## config.mk

```make
export PLATFORM = sky130hd
export DESIGN_NAME = addr_unit_top
export DESIGN_NICKNAME = d
export VERILOG_FILES = /design/src/common/addr_pkg.sv /design/src/design/op_window.sv /design/src/idxaddr/idx_decoder.sv /design/src/design/reg_bank.sv /design/src/design/addr_unit_top.sv
export VERILOG_INCLUDE_DIRS = /design/src /design/src/common
export SDC_FILE = /design/constraint.sdc
export NUM_CORES = 1
export LEC_CHECK = 0
export CELL_PAD_IN_SITES_DETAIL_PLACEMENT = 1
export CELL_PAD_IN_SITES_GLOBAL_PLACEMENT = 2
export CORE_ASPECT_RATIO = 1.4
export CORE_MARGIN = 10
export CORE_UTILIZATION = 35
export DETAILED_ROUTE_END_ITERATION = 12
export DONT_BUFFER_PORTS = 1
export GPL_TIMING_DRIVEN = 0
export PLACE_DENSITY_LB_ADDON = 0.1
export RECOVER_POWER = 25
export SLEW_MARGIN = 20
export SYNTH_ARGS = -nofsm -noshare
export SYNTH_HDL_FRONTEND = slang
export SYNTH_SLANG_ARGS = --single-unit
```

## constraint.sdc

```tcl
create_clock -name clk -period 16.5 [get_ports clk]
set_clock_uncertainty 0.15 [all_clocks]
set_input_delay 0 -clock clk [delete_from_list [all_inputs] [get_ports clk]]
set_output_delay 0 -clock clk [all_outputs]
set_load 0.05 [all_outputs]
```

## src/common/addr_config.svh

```systemverilog
// Widths and sizes of the operand address stage, included by the package and every RTL module
`ifndef ADDR_CONFIG_SVH
`define ADDR_CONFIG_SVH

`define ADDR_W    24  // effective address width
`define REG_W     32  // one long register
`define REG_CNT   8   // XWA .. XSP
`define WIN_DEPTH 8   // instruction byte queue entries
`define WIN_AW    3   // queue pointer width, log2 of depth

`endif

```

## src/common/addr_pkg.sv

```systemverilog
// Types shared by the window, index decoder and register bank of the address stage
`include "addr_config.svh"

package addr_pkg;

    // long register codes as found in the operand bytes
    typedef enum logic [$clog2(`REG_CNT)-1:0] {
        XWA, XBC, XDE, XHL, XIX, XIY, XIZ, XSP
    } reg_code_e;

    typedef enum logic [3:0] {
        REG_IND, REG_D8,            // (r32) and (r32+d8)
        ABS8, ABS16, ABS24,         // (#8) (#16) (#24)
        REG_IDX, REG_D16,           // indexed forms
        REG_R8, REG_R16,
        PRE_DEC, POST_INC           // (-r32) and (r32+)
    } addr_mode_e;

    typedef enum logic [1:0] {
        IDLE, PHASE2, CALC
    } dec_state_e;

    typedef struct packed {
        logic [7:0] b3;
        logic [7:0] b2;
        logic [7:0] b1;
        logic [7:0] b0;             // oldest byte
        logic [2:0] cnt;            // valid head bytes, saturates at 4
    } op_win_t;

    typedef struct packed {
        reg_code_e base;
        reg_code_e aux;
        logic      aux_w16;         // 1 reads low 16 bits of aux, 0 the low byte
    } reg_rd_t;

    typedef struct packed {
        logic      pulse;
        reg_code_e sel;
        logic      dec;             // 1 decrement, 0 increment
        logic [1:0] step;           // 0:1 1:2 2:4
    } reg_upd_t;

    function automatic logic [2:0] step_bytes(input logic [1:0] code);
        case (code)
            2'd0:    step_bytes = 3'd1;
            2'd1:    step_bytes = 3'd2;
            default: step_bytes = 3'd4;
        endcase
    endfunction

endpackage

```

## src/design/op_window.sv

```systemverilog
// Eight-byte instruction queue feeding the head four bytes to the decoder and popping on consume
`timescale 1ns/100ps
`include "addr_config.svh"

module op_window (
    input  logic                clk,
    input  logic                rst,
    input  logic                load_valid,
    input  logic [7:0]          load_byte,
    input  logic                consume,
    input  logic [2:0]          consume_cnt,
    output addr_pkg::op_win_t   win,
    output logic [`WIN_AW:0]    count
);
    import addr_pkg::*;

    logic [7:0]         mem [`WIN_DEPTH];
    logic [`WIN_AW-1:0] rd_ptr;
    logic [`WIN_AW-1:0] wr_ptr;
    logic [`WIN_AW-1:0] head1;
    logic [`WIN_AW-1:0] head2;
    logic [`WIN_AW-1:0] head3;
    logic               push;
    logic [2:0]         pop_n;

    assign push  = load_valid && (count != (`WIN_AW+1)'(`WIN_DEPTH)); // full drops the byte
    assign pop_n = consume ? consume_cnt : 3'd0;

    assign head1 = rd_ptr + `WIN_AW'(1);
    assign head2 = rd_ptr + `WIN_AW'(2);
    assign head3 = rd_ptr + `WIN_AW'(3);

    always_ff @(posedge clk) begin
        if (push) begin
            mem[wr_ptr] <= load_byte;
        end
    end

    always_ff @(posedge clk or posedge rst) begin
        if (rst) begin
            rd_ptr <= '0;
            wr_ptr <= '0;
            count  <= '0;
        end else begin
            if (push) begin
                wr_ptr <= wr_ptr + `WIN_AW'(1);
            end
            rd_ptr <= rd_ptr + `WIN_AW'(pop_n);     // wraps with the buffer
            count  <= count + {{`WIN_AW{1'b0}}, push} - (`WIN_AW+1)'(pop_n);
        end
    end

    always_comb begin
        win.b0  = mem[rd_ptr];
        win.b1  = mem[head1];
        win.b2  = mem[head2];
        win.b3  = mem[head3];
        win.cnt = (count > (`WIN_AW+1)'(4)) ? 3'd4 : count[2:0];
    end

    // decoder must never ask for bytes that are not there yet
    a_no_underflow: assert property (@(posedge clk) disable iff (rst)
        consume |-> ((`WIN_AW+1)'(consume_cnt) <= count));

    // no back-pressure, so a push into a full queue is lost
    a_no_overflow: assert property (@(posedge clk) disable iff (rst)
        load_valid |-> (count != (`WIN_AW+1)'(`WIN_DEPTH)));

endmodule

```

## src/idxaddr/idx_decoder.sv

```systemverilog
// Index addressing mode decoder computing the 24-bit effective address from the window head
`timescale 1ns/100ps
`include "addr_config.svh"

module idx_decoder (
    input  logic                clk,
    input  logic                rst,
    input  logic                start,
    input  addr_pkg::op_win_t   win,
    input  logic [`REG_W-1:0]   base_data,
    input  logic [`REG_W-1:0]   aux_data,
    output addr_pkg::reg_rd_t   rd,
    output addr_pkg::reg_upd_t  upd,
    output logic                consume,
    output logic [2:0]          consume_cnt,
    output logic                busy,
    output logic                done,
    output logic [`ADDR_W-1:0]  addr
);
    import addr_pkg::*;

    dec_state_e         state_q;
    addr_mode_e         mode_q;
    reg_code_e          base_q;
    logic [`ADDR_W-1:0] off_q;
    logic [2:0]         cnt_q;
    logic [1:0]         step_q;

    // decode of the window head, only taken when start is high
    addr_mode_e         dec_mode;
    reg_code_e          dec_base;
    logic [`ADDR_W-1:0] dec_off;
    logic [2:0]         dec_cnt;
    logic [1:0]         dec_step;
    logic               dec_two_phase;

    logic               rr_mode;
    logic               use_base;
    logic [`ADDR_W-1:0] pre_step;
    logic [`ADDR_W-1:0] base_eff;
    logic [`ADDR_W-1:0] addend;
    logic [`ADDR_W-1:0] addr_nx;

    always_comb begin
        dec_mode = REG_IND;
        dec_base = reg_code_e'(win.b0[2:0]);
        dec_off  = '0;
        dec_cnt  = 3'd1;
        dec_step = 2'd0;
        if (!win.b0[6]) begin
            if (win.b0[3]) begin                        // displacement byte follows
                dec_mode = REG_D8;
                dec_off  = {{(`ADDR_W-8){win.b1[7]}}, win.b1};
                dec_cnt  = 3'd2;
            end
        end else begin
            dec_base = reg_code_e'(win.b1[4:2]);
            dec_step = win.b1[1:0];
            dec_cnt  = 3'd2;
            case (win.b0[3:0])
                4'h0: begin
                    dec_mode = ABS8;
                    dec_off  = {{(`ADDR_W-8){1'b0}}, win.b1};
                end
                4'h1: begin
                    dec_mode = ABS16;
                    dec_off  = {{(`ADDR_W-16){1'b0}}, win.b2, win.b1};
                    dec_cnt  = 3'd3;
                end
                4'h2: begin
                    dec_mode = ABS24;
                    dec_off  = {win.b3, win.b2, win.b1};
                    dec_cnt  = 3'd4;
                end
                4'h3: begin
                    case (win.b1[1:0])
                        2'd1:    dec_mode = REG_D16;    // offset read in phase two
                        2'd3:    dec_mode = win.b1[5] ? REG_R16 : REG_R8;
                        default: dec_mode = REG_IDX;
                    endcase
                end
                4'h4: dec_mode = PRE_DEC;
                4'h5: dec_mode = POST_INC;
                default: begin                          // unused codes fall back to (r32)
                    dec_base = reg_code_e'(win.b0[2:0]);
                    dec_cnt  = 3'd1;
                end
            endcase
        end
    end

    assign dec_two_phase = dec_mode inside {REG_D16, REG_R8, REG_R16};

    assign rr_mode  = mode_q inside {REG_R8, REG_R16};
    assign use_base = !(mode_q inside {ABS8, ABS16, ABS24});

    // register pair bytes sit at the window head once phase two has popped
    always_comb begin
        rd.base    = (state_q == CALC && rr_mode) ? reg_code_e'(win.b0[2:0]) : base_q;
        rd.aux     = reg_code_e'(win.b1[2:0]);
        rd.aux_w16 = (mode_q == REG_R16);
    end

    always_comb begin
        pre_step = '0;
        if (mode_q == PRE_DEC) begin
            pre_step = {{(`ADDR_W-3){1'b0}}, step_bytes(step_q)};
        end
        base_eff = use_base ? (base_data[`ADDR_W-1:0] - pre_step) : '0;
        case (mode_q)
            REG_D16: addend = {{(`ADDR_W-16){win.b1[7]}}, win.b1, win.b0};
            REG_R8:  addend = {{(`ADDR_W-8){aux_data[7]}}, aux_data[7:0]};
            REG_R16: addend = {{(`ADDR_W-16){aux_data[15]}}, aux_data[15:0]};
            default: addend = off_q;
        endcase
        addr_nx = base_eff + addend;                    // wraps at 24 bits
    end

    assign busy        = (state_q != IDLE);
    assign consume     = busy;                          // 2 in phase two, the rest in CALC
    assign consume_cnt = cnt_q;

    always_ff @(posedge clk) begin
        if (state_q == IDLE && start) begin
            base_q <= dec_base;
            off_q  <= dec_off;
            cnt_q  <= dec_cnt;
            step_q <= dec_step;
        end
    end

    always_ff @(posedge clk or posedge rst) begin
        if (rst) begin
            state_q <= IDLE;
            mode_q  <= REG_IND;
            done    <= 1'b0;
            addr    <= '0;
            upd     <= '0;
        end else begin
            done      <= 1'b0;
            upd.pulse <= 1'b0;
            case (state_q)
                IDLE: begin
                    if (start) begin
                        state_q <= dec_two_phase ? PHASE2 : CALC;
                        mode_q  <= dec_mode;
                    end
                end
                PHASE2: state_q <= CALC;
                CALC: begin
                    state_q   <= IDLE;
                    addr      <= addr_nx;
                    done      <= 1'b1;
                    upd.pulse <= mode_q inside {PRE_DEC, POST_INC};
                    upd.sel   <= base_q;
                    upd.dec   <= (mode_q == PRE_DEC);
                    upd.step  <= step_q;
                end
                default: state_q <= IDLE;
            endcase
        end
    end

    // a request needs a whole instruction in the window and an idle decoder
    a_start_ok: assert property (@(posedge clk) disable iff (rst)
        start |-> (!busy && win.cnt == 3'd4));

endmodule

```

## src/design/reg_bank.sv

```systemverilog
// Bank of the eight long registers with base and aux read ports, a load port and step updates
`timescale 1ns/100ps
`include "addr_config.svh"

module reg_bank (
    input  logic                clk,
    input  logic                rst,
    input  addr_pkg::reg_rd_t   rd,
    output logic [`REG_W-1:0]   base_data,
    output logic [`REG_W-1:0]   aux_data,
    input  addr_pkg::reg_upd_t  upd,
    input  logic                reg_wr,
    input  addr_pkg::reg_code_e reg_wr_sel,
    input  logic [`REG_W-1:0]   reg_wr_data
);
    import addr_pkg::*;

    logic [`REG_W-1:0] regs [`REG_CNT];
    logic [`REG_W-1:0] upd_cur;
    logic [`REG_W-1:0] upd_step;
    logic [`REG_W-1:0] upd_val;
    logic [`REG_W-1:0] aux_full;

    assign upd_cur  = regs[upd.sel];
    assign upd_step = {{(`REG_W-3){1'b0}}, step_bytes(upd.step)};
    assign upd_val  = upd.dec ? (upd_cur - upd_step) : (upd_cur + upd_step); // full 32 bits

    assign base_data = regs[rd.base];
    assign aux_full  = regs[rd.aux];

    // only the low half or low byte of the aux register takes part
    always_comb begin
        if (rd.aux_w16) begin
            aux_data = {{(`REG_W-16){1'b0}}, aux_full[15:0]};
        end else begin
            aux_data = {{(`REG_W-8){1'b0}}, aux_full[7:0]};
        end
    end

    always_ff @(posedge clk or posedge rst) begin
        if (rst) begin
            for (int i = 0; i < `REG_CNT; i++) begin
                regs[i] <= '0;
            end
        end else begin
            for (int i = 0; i < `REG_CNT; i++) begin
                if (reg_wr && reg_wr_sel == reg_code_e'(i)) begin
                    regs[i] <= reg_wr_data;                 // load wins over step
                end else if (upd.pulse && upd.sel == reg_code_e'(i)) begin
                    regs[i] <= upd_val;
                end
            end
        end
    end

endmodule

```

## src/design/addr_unit_top.sv

```systemverilog
// Top of the operand address stage tying the byte window, index decoder and register bank together
`timescale 1ns/100ps
`include "addr_config.svh"

module addr_unit_top (
    input  logic                clk,
    input  logic                rst,
    input  logic                load_valid,
    input  logic [7:0]          load_byte,
    input  logic                start,
    input  logic                reg_wr,
    input  addr_pkg::reg_code_e reg_wr_sel,
    input  logic [`REG_W-1:0]   reg_wr_data,
    output logic                busy,
    output logic                done,
    output logic [`ADDR_W-1:0]  addr,
    output logic [`WIN_AW:0]    win_count
);
    import addr_pkg::*;

    op_win_t           win;
    reg_rd_t           rd;
    reg_upd_t          upd;
    logic [`REG_W-1:0] base_data;
    logic [`REG_W-1:0] aux_data;
    logic              consume;
    logic [2:0]        consume_cnt;

    op_window u_op_window (
        .clk         (clk),
        .rst         (rst),
        .load_valid  (load_valid),
        .load_byte   (load_byte),
        .consume     (consume),
        .consume_cnt (consume_cnt),
        .win         (win),
        .count       (win_count)
    );

    idx_decoder u_idx_decoder (
        .clk         (clk),
        .rst         (rst),
        .start       (start),
        .win         (win),
        .base_data   (base_data),
        .aux_data    (aux_data),
        .rd          (rd),
        .upd         (upd),
        .consume     (consume),
        .consume_cnt (consume_cnt),
        .busy        (busy),
        .done        (done),
        .addr        (addr)
    );

    reg_bank u_reg_bank (
        .clk         (clk),
        .rst         (rst),
        .rd          (rd),
        .base_data   (base_data),
        .aux_data    (aux_data),
        .upd         (upd),
        .reg_wr      (reg_wr),
        .reg_wr_sel  (reg_wr_sel),
        .reg_wr_data (reg_wr_data)
    );

endmodule

```

-- Yosys cells after proc, flatten, opt, wreduce, memory -nomap -nowiden
Memories as Yosys holds them, arrays and structs flattened.
Cells that the tools add are included.
Widths: inputs -> output; s select.
- register bits: 336
- bits in writable memories: 64
- output and inout bits: 30
- logic and storage cells: 174
- memories: 1
- add/subtract/negate cells: 11
- order comparisons: 3
- equal/unequal tests: 38
- muxes and demuxes: 54
- bitwise operators: 3
- reductions and logical operators: 41
- memory list (memory ; words ; width ; rd ports ; clocked after memory_dff ; wr ports ; RTL line ; source):
    u_op_window.mem ; 8 ; 8 ; 4 ; 0 ; 1 ; op_window.sv:17 ; logic [7:0] mem [`WIN_DEPTH];
- operators by type and width (kind ; count):
    $mux 32 ; 19
    $bmux 32 s3 ; 3
    $pmux 24 s3 ; 2
    $mux 24 ; 5
    $mux 16 ; 3
    $add 32x3->32 ; 1
    $sub 32x3->32 ; 1
    $eq 4x3->1 const B ; 7
    $add 24x24->24 ; 1
    $eq 3x3->1 const B ; 8
    $pmux 4 s6 ; 1
    $sub 24x3->24 ; 1
    $reduce_bool 2->1 ; 11
    $logic_and 1x1->1 ; 19
    $mux 3 ; 6
    $eq 4x2->1 const B ; 4
    $eq 4x4->1 const B ; 4
    $eq 3x2->1 const B ; 4
    $ge 4x4->1 const B ; 3
    $not 3->4 ; 3
    $pmux 3 s2 ; 2
    $pmux 3 s3 ; 1
    $eq 2x1->1 const B ; 4
    $mux 4 ; 2
    22 further kinds ; 35

-- Depth between registers and ports, before layout
Gate-level depths: netlist of the first run.
- depth after elaboration: 11
- depth in mapped cells: 37
- depth with buffers taken out: 30

-- Hierarchy
Synthesis of the first run repeated with hierarchy kept, for this count alone.
- cell total of the unflattened synthesis: 2790
- area total of the unflattened synthesis: 27436.3 sq um
- modules (own cells, without submodules) (module ; instances ; cells each ; area each (sq um) ; seq. area each (sq um)):
    reg_bank ; 1 ; 1932 ; 18268.8 ; 6406.1
    idx_decoder ; 1 ; 574 ; 4991.0 ; 1911.8
    op_window ; 1 ; 284 ; 4176.5 ; 2172.1

-- Least setup slack after synthesis of the first run
Ideal clock, no wire load.
- path type: register to register
- start: register u_idx_decoder.mode_q[2]
- end: register u_idx_decoder.addr[23]
- setup time: 0.125 ns
- arrival time: 7.419 ns
- slack: 8.807 ns
- cell stages (with the launch flop): 31
- path through: dfrtp_1 -> buf_2 -> nor4b_4 -> o21a_1 -> buf_6 -> mux2i_1 -> buf_2 -> clkbuf_1 -> buf_1 -> clkbuf_1 -> nand2_1 -> a311oi_1 -> a31o_2 -> ha_1 -> a21o_1 -> a21o_1 -> nor3_4 -> xor2_1 -> nor2_1 -> ha_1 -> o21a_1 -> a2111oi_0 -> o31a_1 -> nor2b_1 -> or4_1 -> a31o_2 -> a21oi_1 -> nor2b_1 -> o41ai_1 -> xnor3_1 -> mux2_2
- longest elaborated chain between the ends: 11
- elaborated cells between the ends (all ways): 21
- ends and longest elaborated chain (element ; RTL line ; source):
    start: declaration ; idx_decoder.sv:23 ; addr_mode_e mode_q;
    start signal: assignment ; idx_decoder.sv:146 ; mode_q <= dec_mode;
    $eq 4x3->1 / $eq 4x4->1 (equally long branches) ; idx_decoder.sv:94, idx_decoder.sv:110, idx_decoder.sv:101 ;
    $reduce_bool 2->1 ; idx_decoder.sv:94 ; assign rr_mode = mode_q inside {REG_R8, REG_R16};
    $logic_and 1x1->1 ; idx_decoder.sv:99 ; rd.base = (state_q == CALC && rr_mode) ? reg_code_e'(win.b0[2:0]) : base_q;
    $mux 3 ; idx_decoder.sv:99 ;
    $not 3->4 (not written as such) ; reg_bank.sv:28 ; assign base_data = regs[rd.base];
    $bmux 32 s3 ; reg_bank.sv:28 ;
    $mux 24 (not written as such) (2 in a row) ; reg_bank.sv:28 ;
    $sub 24x3->24 ; idx_decoder.sv:109 ; base_eff = use_base ? (base_data[`ADDR_W-1:0] - pre_step) : '0;
    $mux 24 ; idx_decoder.sv:109 ;
    $add 24x24->24 * ; idx_decoder.sv:116 ; addr_nx = base_eff + addend;
    end signal: assignment ; idx_decoder.sv:152 ; addr <= addr_nx;
    end: declaration ; idx_decoder.sv:18 ; output logic [`ADDR_W-1:0] addr
Mark *: on every way between the ends. The rest lies on a longest branch, timed or not. The select of a mux whose other input is x is not followed.
A chain may end at the register's enable or synchronous reset.

-- Worst setup path in the final report of the first run
- start: register u_idx_decoder.state_q[0]
- end: register u_idx_decoder.addr[23]
- longest elaborated chain between the ends: 10
- ends and longest elaborated chain (element ; RTL line ; source):
    start: declaration ; idx_decoder.sv:22 ; dec_state_e state_q;
    start signal: assignment ; idx_decoder.sv:145 ; state_q <= dec_two_phase ? PHASE2 : CALC;
    $eq 2x2->1 * ; idx_decoder.sv:99, idx_decoder.sv:142 ;
    $logic_and 1x1->1 ; idx_decoder.sv:99 ;
    $mux 3 ; idx_decoder.sv:99 ;
    $not 3->4 (not written as such) ; reg_bank.sv:28 ;
    $bmux 32 s3 ; reg_bank.sv:28 ;
    $mux 24 (not written as such) (2 in a row) ; reg_bank.sv:28 ;
    $sub 24x3->24 ; idx_decoder.sv:109 ;
    $mux 24 ; idx_decoder.sv:109 ;
    $add 24x24->24 ; idx_decoder.sv:116 ;
Marks and branches as above.

==> results by stage, run 1 <==
Global route:
- The wire length of the first global-routing pass is 178 mm.
- For met1 alone, demand over resource in global routing was 0.346.
- Summed over all layers, the global routing overflow is 0.
- The number of antenna violations at the first check in global routing came to 2.
- The number of global-route vias before repair is 24500.
- The global-route met3 utilization is 0.0510.
- The total track usage is 0.313.
- In this run the most used layer during global routing was met2.
- The routing usage on met2 is 0.534.
- The pin count of the biggest net entering global routing is 73.

Setup path:
- The nature of the critical path endpoint is a register.
- The critical-path maximum fanout is 10.
- For this run, the slowest stage of the critical path takes 750 ps.
- STA puts the critical path data arrival time at 11100 ps.
- The cell that appears most often on the critical path is sky130_fd_sc_hd__clkbuf_1.
- For the worst setup path, the data required time is 16840 ps.
- The kind of critical path is reg2reg.
- The kind of start point of the critical path is a register.
- For this design, the slowest cell found on the critical path is sky130_fd_sc_hd__clkbuf_1.
- The reg2reg setup slack is 5740 ps.

Clocking:
- TritonCTS built the clock tree.
- The longest clock path from root to sink contains 3 buffers.
- The count of hold buffers inserted by post-cts repair is 43.
- The total clock sinks is 336.
- The total CTS buffers is 41.
- The clock root buffer is sky130_fd_sc_hd__clkbuf_16.
- For the worst-skew pair, the clock arrives at the later sink with an insertion delay of 630 ps.
- In this run the post-CTS setup repair buffer count came out at 0.
- Gates resized during post-CTS repair numbered 0.
- The H-tree was split into 2 levels.
- The CTS clock-pin slew for the worst setup and hold paths is 70 ps.

Timing:
- The summed negative setup slack over all endpoints is 0 ps.
- The routed design could run at a clock period as short as 10760 ps.
- The final number of max-transition violations is 104.
- Setup repair after global routing left no endpoint under its margin.
- The maximum clock frequency is 92.9 MHz.
- Of the available clock period, the critical path in the final layout requires 0.652.
- The number of hold-slack violations in the final timing report was 0.
- The slew at the pin closest to its max-slew limit is 4220 ps.
- Setup violations remaining at the end of the flow were counted as 0.
- The max-slew headroom at the worst pin is -1.82.

Cells and area:
- The number of fill cells in the layout is 7866.
- The final net count is 2937.
- The repair_antennas step left the layout with diodes totalling 0.
- Summing all multi-input logic gate instances after layout gives 14000 sq um.
- The fraction of final layout cells sized beyond drive strength 1 is 0.107.
- The layout overhead on the synthesized area is 13.1%.
- The utilization after layout is 0.398.
- The register cell area after layout is 8890 sq um.

Power and ir drop:
- The leakage power figure is 10.8 nW.
- The ratio of total power to cell area is 275 nW/um^2.
- The highest ir drop seen on vdd is 0.162 mV.

Route:
- The first detailed-routing pass took 5 iterations.
- The number of vias per cell is 6.29.
- The count of vias placed by the detailed router is 23400.
- After the first detailed-routing iteration, the DRC count stood at 2025.
- The detail route stage leaves a number of antenna-violating nets equal to 0.
- The detailed-route wire length per cell is 33.4 um.
- After detailed routing, the number of remaining DRC violations is 0.
- The post-detailed-routing wire length is 124 mm.

Floorplanning:
- The number of placement rows is 113.
- 78 I/O pins were placed.
- The initial utilization of the core area, before any placement, comes to 0.352.
- In this run the horizontal extent of the chip is 241 um.
- The core box area is 67700 sq um.
- The die is 329 um tall.
- The floorplan step defined a die boundary enclosing 79100 sq um.

Outcome:
- The checks that failed: max-capacitance violations, max-slew violations.
- The run finished, with violations left.

Synth:
- After synthesis the cells add up to 23800 sq um.
- Of the synthesized area, sequential elements account for 0.373.
- The post-synthesis sequential element count is 336.
- The top cell type by total area after synthesis is sky130_fd_sc_hd__dfrtp_1.
- The number of synthesized flops with an enable pin is 96.
- Ranked by instance count, the synthesized netlist is headed by sky130_fd_sc_hd__nand2_1, sky130_fd_sc_hd__nor2_1, sky130_fd_sc_hd__dfrtp_1.
- The number of standard cells after synthesis is 2729.
- The distinct cell type count after synthesis is 75.
- Of the post-synthesis cell area, the dominant cell type holds 0.252.
- Ranked by total cell area, the synthesized netlist is headed by sky130_fd_sc_hd__dfrtp_1, sky130_fd_sc_hd__edfxtp_1, sky130_fd_sc_hd__mux4_2.
- The most instantiated flip-flop cell in the synthesis netlist is sky130_fd_sc_hd__dfrtp_1.
- The synthesized net count is 2842.
- The total of warnings raised by yosys is 0.
- The async set-reset flop share out of synthesis is 0.714.
- After synthesis, the mean cell area works out to 8.73 sq um.
- In the post-synthesis netlist, the cell with the most instances is sky130_fd_sc_hd__nand2_1.

Min path:
- The type of the most critical hold path is in2reg.

Placed design:
- The placer's final routability congestion estimate is 0.965.
- The number of input and output port buffers inserted is 0.
- The total half-perimeter wirelength after legalization and detailed placement is 95.2 mm.

Run:
- The max-cap check violation count is 2.
-- critical path: cells and delay by family, from the launching register on --
family	cells	cell delay (ps)
AND/OR/NAND/NOR	7	1790
flip-flops	1	370
buffers and inverters	7	3450
XOR/XNOR	2	730
AO/OA/AOI/OAI	8	2400
adder cells (fa/ha/maj)	2	630
multiplexers	2	1010
-- path summary, 6_finish.rpt --
kind,from,to,cells past startpoint
max,u_idx_decoder.state_q[0]$_DFFE_PP0P_,u_idx_decoder.addr[23]$_DFFE_PP0N_,28
min,load_byte[7],u_op_window.mem[7][7]$_DFFE_PP_,1
max reg2reg,u_idx_decoder.state_q[0]$_DFFE_PP0P_,u_idx_decoder.addr[23]$_DFFE_PP0N_,28
min reg2reg,u_idx_decoder.state_q[1]$_DFFE_PP0P_,u_idx_decoder.state_q[1]$_DFFE_PP0P_,1
max in group asynchronous,rst,u_reg_bank.regs[1]$_DFFE_PP0P_,4
min in group asynchronous,rst,u_reg_bank.regs[66]$_DFFE_PP0P_,4
-- registers in the layout, summed over array words and instances, names as in the netlist --
signal                     flops
u_idx_decoder.base_q           3
u_idx_decoder.consume_cnt      3
u_idx_decoder.done             1
u_op_window.rd_ptr             3
u_idx_decoder.off_q           24
u_op_window.count              4
u_op_window.mem               64
u_op_window.wr_ptr             3
u_idx_decoder.step_q           2
u_idx_decoder.upd              7
u_idx_decoder.addr            24
u_idx_decoder.mode_q           4
u_reg_bank.regs              192
u_idx_decoder.state_q          2
-- area by class of cell --
cell class / count / share of cell area
multi-input combinational: 2142 / 0.519
clock inverter: 27 / 0.0135
inverter: 40 / 0.00562
timing repair buffer: 52 / 0.0194
clock buffer: 47 / 0.0393
tap: 862 / 0.0400
sequential: 336 / 0.330
buffer: 211 / 0.0330
-- power breakdown --
group	switching [mW]	internal, mW	total, mW
Sequential	0.425	1.12	1.54
Clock	0.429	0.577	1.01
Combinational	3.21	1.65	4.86
Total	4.07	3.34	7.41
-- layer usage --
metal	vias up	wire, um
li1	9968	-
met1	12000	44900
met2	1006	61200
met3	402	7620
met4	2	10600
met5	-	13
-- kinds of logic after synthesis --
| family | Yosys count | synth area share |
|---|---|---|
| multiplexers | 238 | 0.162 |
| adder cells (fa/ha/maj) | 65 | 0.0357 |
| XOR/XNOR | 67 | 0.0252 |
| AND/OR/NAND/NOR | 1178 | 0.210 |
| AO/OA/AOI/OAI | 594 | 0.151 |
| flip-flops | 336 | 0.373 |
| buffers and inverters | 251 | 0.0430 |
-- metrics by stage --
step / power, mW / hold slack (ps) / worst slack [ps] / area [sq um] / cells
final: 7.41 / 33.4 / 5740 / 26900 / 3717
after global routing: 7.78 / 68.3 / 5240 / 26900 / 3717
after CTS: 7.35 / 13.7 / 5750 / 27000 / 3717
after detailed placement: 6.30 / -301 / 5860 / 25100 / 3600
after global placement: 6.20 / -50.6 / 5820 / 24900 / 3591
after floorplan: 4.43 / -51.1 / 8810 / 23800 / 2729
-- cells in the final DEF (no fill, tap or decap), drive strengths merged, types with 9 or more instances in the layout --
cell         count
dfrtp          240
o21ai          159
nor3            38
a311oi          28
a21o            11
o21a             9
o221ai          10
ha              60
mux2            37
dlygate4sd3     42
o211ai          11
nand3           85
nand2b          14
clkinv          14
clkbuf         188
nor2           330
nand4            9
mux4           112
and3            45
a31oi          118
nand2          589
buf             80
a211oi          14
or3             10
a21oi          158
mux2i           89
edfxtp          96
nor2b           23
xnor2           38
inv             43
xor2            28
a22oi           24
No activity file was read; power rests on OpenSTA's default activity.
==> run 2, diff against run 1 <==
ABC_AREA = 1   (was not set)
clock period = 8.7 ns   (was 16.5 ns; I/O delays follow)
==> results by stage, run 2 <==
Timing:
- The worst pin sits at a relative slew slack of -1.56.
- Setup repair after global routing left no endpoint under its margin.
- Setup violations remaining at the end of the flow were counted as 0.
- The number of hold-slack violations in the final timing report is 0.
- Of the available clock period, the critical path in the final layout requires 0.946.
- The final hold slack is 24.3 ps.
- The summed negative setup slack over all endpoints is 0 ps.
- The post-layout worst setup margin is 471 ps.
- Timing would allow up to 122 MHz.
- The slew at the pin closest to its max-slew limit is 3840 ps.
- The final number of max-transition violations was 108.
- Subtracting the final worst setup slack from the clock period gives 8230 ps.

Synth:
- In the synthesized netlist, the number of instances is 3004.
- The synthesized net count is 3117.
- The post-synthesis sequential element count is 336.
- Ranked by instance count, the synthesized netlist is headed by sky130_fd_sc_hd__nand2_1, sky130_fd_sc_hd__nand3_1, sky130_fd_sc_hd__dfrtp_1, sky130_fd_sc_hd__inv_1, sky130_fd_sc_hd__nor2_1.
- The number of synthesized flops with an enable pin is 96.
- The mapped cell area is 22800 sq um.
- Of all flip-flops after synthesis, the portion carrying an async set or reset was 0.714.
- The most used flip-flop cell after synthesis is sky130_fd_sc_hd__dfrtp_1.
- Averaged over all synthesized cells, the footprint is 7.61 sq um.
- Sorting the synthesized cells by area gives the leading types as sky130_fd_sc_hd__dfrtp_1, sky130_fd_sc_hd__nand2_1, sky130_fd_sc_hd__edfxtp_1.
- sky130_fd_sc_hd__nand2_1 is the most common cell in the netlist.
- During synthesis, Yosys emitted a total of 0 warnings.
- For this run, the register share of the synthesized area comes to 0.389.
- The top cell type by total area after synthesis is sky130_fd_sc_hd__dfrtp_1.
- The distinct cell type count after synthesis is 68.
- The share of synthesized area in the top cell type comes to 0.263.

Clocking:
- The root buffer cell chosen for the clock tree is sky130_fd_sc_hd__clkbuf_16.
- The clock passes through at most 3 buffers.
- The total CTS buffers is 39.
- The CTS clock-pin slew for the worst setup and hold paths is 60 ps.
- The post-CTS setup buffer count is 0.
- The clock drives 336 sinks.
- In this run the number of H-tree levels came out at 2.
- The clock latency on the worst-skew pair is 620 ps.
- The CTS tree is built.

Floorplanning:
- The core region is 64500 sq um.
- Measured along the y axis, the die boundary spans 322 um.
- In this run the count of I/O pins placed on the die edge is 78.
- The initial utilization of the core area, before any placement, comes to 0.354.
- The number of placement rows is 110.
- The full die area is 76000 sq um.
- The width of the chip is 236 um.

Placed design:
- The pre-CTS setup slack is 666 ps.
- The count of buffers added on input and output ports is 0.
- After detailed placement, the design holds a cell count of 3847.
- The placer's final routability congestion estimate is 0.948.
- The total half-perimeter wirelength after legalization and detailed placement is 96.4 mm.

Route:
- The number of vias per cell is 6.22.
- The post-detailed-routing wire length is 127 mm.
- The routed layout has 24700 vias.
- After detailed routing, the number of remaining DRC violations is 0.
- After detailed routing, the average wire length per cell comes to 32.0 um.
- The initial DRC count is 2172.
- The detail route stage leaves a number of antenna-violating nets equal to 0.
- For this run, the detailed router's first-pass iteration total came to 6.

Min path:
- The type of the most critical hold path is in2reg.

Setup path:
- The worst register-to-register path begins at u_op_window.rd_ptr[0]$_DFF_PP0_.
- The nature of the critical path endpoint is a register.
- The most numerous cell type found on the critical path is sky130_fd_sc_hd__nand2_1.
- The worst setup path is of the reg2reg kind.
- The origin of the worst setup path is u_op_window.rd_ptr[0]$_DFF_PP0_.
- STA puts the critical path data arrival time at 8560 ps.
- The required time of the worst setup path is 9030 ps.
- The largest stage delay on the critical path is 870 ps.
- The critical-path maximum fanout is 10.
- The destination of the worst register-to-register timing path is u_idx_decoder.addr[23]$_DFFE_PP0N_.
- The length in cells of the worst reg-to-reg path is 30.
- Setup slack on the worst reg-to-reg path comes out at 470 ps.
- The highest-delay cell along the critical path is sky130_fd_sc_hd__o21ai_0.
- The worst setup path endpoint is u_idx_decoder.addr[23]$_DFFE_PP0N_.
- The kind of start point of the critical path is a register.

Global route:
- Entering global routing, the biggest net connects 71 pins.
- The number of global-route vias before repair is 25900.
- The number of antenna violations at the first check in global routing is 3.
- The total track usage is 0.327.
- For met1 alone, demand over resource in global routing was 0.343.
- The most congested layer reported by global routing is met2.
- The wire length of the first global-routing pass is 183 mm.
- For met2 alone, demand over resource in global routing was 0.566.
- The remaining global-route overflow is 0.
- The global-route met3 utilization is 0.0653.

Cells and area:
- After the last flow step, the layout net total stands at 3221.
- The register with the most flip-flops in the layout has 192 of them.
- In the final layout, the share of cells above drive strength 1 is 0.0686.
- In the final layout, the registers with the most flip-flops are u_reg_bank.regs: 192 flops, u_op_window.mem: 64 flops.
- In the layout the commonest cells are sky130_fd_sc_hd__nand2_1, sky130_fd_sc_hd__nand3_1, sky130_fd_sc_hd__dfrtp_1.
- The area growth from synthesis to layout is 13.6%.
- The register with the most flip-flops in the final layout is u_reg_bank.regs.
- The leading cell type in the layout, fill and taps excluded is sky130_fd_sc_hd__nand2_1.
- The number of fill cells in the layout is 7915.
- After the flow finishes, the layout carries non-filler instances totaling 3977.

Outcome:
- The checks that failed: max-capacitance violations, max-slew violations.
- The run finished, with violations left.

Run:
- The max-cap check violation count is 2.
## run 2: cell types whose count changed after synthesis, moves of 95 or more
cell / previous run / this run
sky130_fd_sc_hd__nor2_1: 329 / 223
sky130_fd_sc_hd__nand3_1: 85 / 280
sky130_fd_sc_hd__nand2_1: 589 / 785
sky130_fd_sc_hd__o221ai_1: 10 / 205
sky130_fd_sc_hd__inv_1: 37 / 240
sky130_fd_sc_hd__mux4_2: 112 / 0
sky130_fd_sc_hd__a31oi_1: 118 / 23
## run 2: layout make-up
cell class / instances / area [sq um] / share of cell area
antenna: 1 / 2.50 / 0.0000964
clock buffer: 50 / 1070 / 0.0411
sequential: 336 / 8890 / 0.342
multi-input combinational: 2237 / 12200 / 0.469
tap: 840 / 1050 / 0.0405
inverter: 260 / 985 / 0.0379
buffer: 171 / 813 / 0.0313
clock inverter: 19 / 327 / 0.0126
timing repair buffer: 63 / 653 / 0.0252
## run 2: worst min-delay path by stage
stage                 start                                   end  slack, ps  depth (start not counted)
3_3_place_gp   load_byte[7]       u_op_window.mem[4][7]$_DFFE_PP_        -50                          0
3_5_place_dp            rst      u_reg_bank.regs[150]$_DFFE_PP0P_       -270                          1
4_1_cts               start  u_idx_decoder.state_q[1]$_DFFE_PP0P_         30                          3
5_1_grt               start  u_idx_decoder.state_q[1]$_DFFE_PP0P_         50                          3
2_1_floorplan  load_byte[0]       u_op_window.mem[0][0]$_DFFE_PP_        -50                          0
6_report              start  u_idx_decoder.state_q[1]$_DFFE_PP0P_         20                          3
## run 2: metal layers
layer  vias to the layer above  share of wire
met5                         -        0.00012
met4                         2          0.092
met3                       471          0.069
met2                      1135           0.49
met1                     12400           0.35
li1                      10800              -
## run 2: per-stage QoR
step	utilization	area, sq um
after CTS	0.403	26000
after global placement	0.370	23900
final	0.402	26000
after global routing	0.402	25900
after detailed placement	0.372	24000
after floorplan	-	22800
## run 2: kinds of logic (layout without fill, tap and decap cells)
family / count (synthesis) / count (layout) / share of synthesized area
compound gates: 716 / 716 / 0.213
xor+xnor: 32 / 32 / 0.0123
fa+ha+maj: 65 / 65 / 0.0372
buf+inv: 431 / 563 / 0.0784
flops: 336 / 336 / 0.389
mux: 12 / 12 / 0.00526
other cells: 0 / 1 / 0
simple gates: 1412 / 1412 / 0.265
## run 2: critical path: cells and delay by family, from the launching register on
| kind | cells | cell delay (ps) |
|---|---|---|
| compound gates | 3 | 1880 |
| fa+ha+maj | 2 | 820 |
| buf+inv | 9 | 1970 |
| flops | 1 | 490 |
| simple gates | 16 | 2740 |
## run 2: timing repair
| item | 4_1_cts | 5_1_grt |
|---|---|---|
| resized for setup | 0 | 0 |
| hold endpoints to repair | 467 | 0 |
| hold buffers | 60 | 0 |
Power of run 2 is not shown: default switching activity piles up to over one toggle a cycle in this logic, so the estimate is an artifact.
==> run 3, diff against run 2 <==
==> constraint.sdc (replaced) <==
create_clock -name clk -period 8.7 [get_ports clk]
set_clock_uncertainty 0.15 [all_clocks]
set_input_delay 0.87 -clock clk [delete_from_list [all_inputs] [get_ports clk]]
set_output_delay 0.87 -clock clk [all_outputs]
set_load 0.05 [all_outputs]
==> results by stage, run 3 (synthesis gave the netlist of run 2 again) <==
Clocking:
- For this design, the sink count on the clock tree is 336.
- The clock root buffer is sky130_fd_sc_hd__clkbuf_16.
- The number of levels the H-tree was split into is 2.
- The number of buffers between clock root and the deepest sink is 3.
- Clock latency on the worst-skew pair, taken at its later pin, is 620 ps.
- Clock-pin slew was measured on the worst setup and hold paths at 70 ps.
- TritonCTS created 39 clock buffers.
- TritonCTS built the clock tree.
- The number of setup buffers added after CTS is 0.

Floorplanning:
- The full die area is 76000 sq um.
- The die is 322 um tall.
- The width of the chip is 236 um.
- The top-level I/O count is 78.
- The starting density of the core is 0.354.
- The number of placement rows is 110.
- The floorplan step defined a core boundary enclosing 64500 sq um.

Cells and area:
- The layout overhead on the synthesized area is 11.0%.
- The register cell area after layout is 8890 sq um.
- The number of flip-flops under the largest register name is 192.
- After the last flow step, the layout net total stands at 3162.
- The fraction of final layout cells sized beyond drive strength 1 is 0.0695.
- Summing all multi-input logic gate instances after layout gives 12200 sq um.
- Counting flops per register, the top entry is u_reg_bank.regs.
- In the layout the commonest cells are sky130_fd_sc_hd__nand2_1, sky130_fd_sc_hd__nand3_1, sky130_fd_sc_hd__dfrtp_1.
- The leading cell type in the layout, fill and taps excluded is sky130_fd_sc_hd__nand2_1.
- The largest registers in the layout are u_reg_bank.regs: 192 flops, u_op_window.mem: 64 flops.
- The filler cells instantiated in the layout total 7923.

Setup path:
- The kind of start point of the critical path is a register.
- At the worst endpoint, the arrival time is 8570 ps.
- The nature of the critical path endpoint is a register.
- Data on the critical path is required at its endpoint by 9030 ps.
- The highest-delay cell along the critical path is sky130_fd_sc_hd__o21ai_0.
- Along the worst path, the maximum fanout reaches 10.
- The largest stage delay on the critical path is 870 ps.
- The category of cells accounting for the largest share of critical-path delay is buffers and inverters.
- The kind of critical path is reg2reg.
- The number of buffers and inverters on the critical path is 9.

Timing:
- The maximum clock frequency is 121 MHz.
- After layout, the minimum clock period comes to 8230 ps.
- The final hold slack is 203 ps.
- Setup repair after global routing left no endpoint under its margin.
- The post-route fraction of the period consumed by the critical path is 0.946.
- Setup violations remaining at the end of the flow were counted as 0.
- In this run the tightest slew margin relative to its limit is -1.51.
- The number of hold-slack violations in the final timing report is 0.
- The final number of max-transition violations was 109.
- At the pin with the least slew margin, the transition time is 3760 ps.

Route:
- For this run, design rule violations remaining after detail routing come to 0.
- The first-pass iteration count of the detailed router is 6.
- The post-route antenna net violation count is 0.
- The initial DRC count is 2171.
- For this block, the routed nets add up to 127 mm of wire.
- In the final routed layout, each cell accounts on average for 32.3 um.
- After detailed routing, the number of vias per cell comes to 6.22.
- Across all layers, the routed design uses 24400 vias.

Global route:
- The number of antenna violations at the first check in global routing is 4.
- The remaining global-route overflow is 0.
- The number of global-route vias before repair is 25500.
- The wire length of the first global-routing pass is 181 mm.
- The pin count of the biggest net entering global routing is 71.
- In the global route stage, overall resource usage came out at 0.325.

Placed design:
- The placer's final routability congestion estimate is 0.948.
- The number of input and output port buffers inserted is 0.
- The wire-length estimate of the detail-placed layout is 96.4 mm.

Outcome:
- The checks that failed: max-capacitance violations, max-slew violations.
- The flow ran to the end, but the final reports show violations.

Min path:
- The type of the most critical hold path is in2reg.

Run:
- The max-cap check violation count is 3.
run 3: repair_timing:
action	CTS	global route
endpoints found under the hold margin	47	0
hold buffers	1	0
resized for setup	0	0
run 3: through the flow:
stage          instances  setup WS (ps)  TNS [ps]  utilization  cell area, sq um
2_1_floorplan       3004           1090         0            -             22800
5_1_grt             3917            176         0        0.393             25400
4_1_cts             3917            622         0        0.393             25400
6_report            3918            466         0        0.393             25400
3_5_place_dp        3847            666         0        0.372             24000
3_3_place_gp        3844          -2570   -604890        0.370             23900
run 3: worst paths after layout:
| path | startpoint | end | slack, ps | depth (start not counted) |
|---|---|---|---|---|
| worst max-delay path | u_op_window.rd_ptr[0]$_DFF_PP0_ | u_idx_decoder.addr[23]$_DFFE_PP0N_ | 470 | 26 |
| worst min-delay path | load_byte[1] | u_op_window.mem[3][1]$_DFFE_PP_ | 200 | 0 |
| worst max register to register | u_op_window.rd_ptr[0]$_DFF_PP0_ | u_idx_decoder.addr[23]$_DFFE_PP0N_ | 470 | 26 |
| worst min register to register | u_idx_decoder.state_q[1]$_DFFE_PP0P_ | u_idx_decoder.state_q[1]$_DFFE_PP0P_ | 310 | 1 |
| max in group asynchronous | rst | u_reg_bank.regs[37]$_DFFE_PP0P_ | 2900 | 3 |
| min in group asynchronous | rst | u_reg_bank.regs[150]$_DFFE_PP0P_ | 1150 | 2 |
run 3: metal layers:
metal | wire length (um) | global-route usage | vias up
li1 | - | - | 10600
met1 | 44500 | 0.340 | 12200
met2 | 62100 | 0.564 | 1078
met3 | 8580 | 0.0670 | 454
met4 | 11300 | 0.256 | 4
met5 | 29 | 0 | -
run 3: final cells by class:
cell class / instances / area share
clock inverters: 19 / 0.0129
plain buffers: 171 / 0.0321
multi-input cells: 2237 / 0.480
repair buffers: 4 / 0.00271
diodes: 1 / 0.0000986
inverters: 260 / 0.0388
clock buffers: 50 / 0.0421
well taps: 840 / 0.0414
flip-flops and latches: 336 / 0.350
Power of run 3 is left out for the same reason.
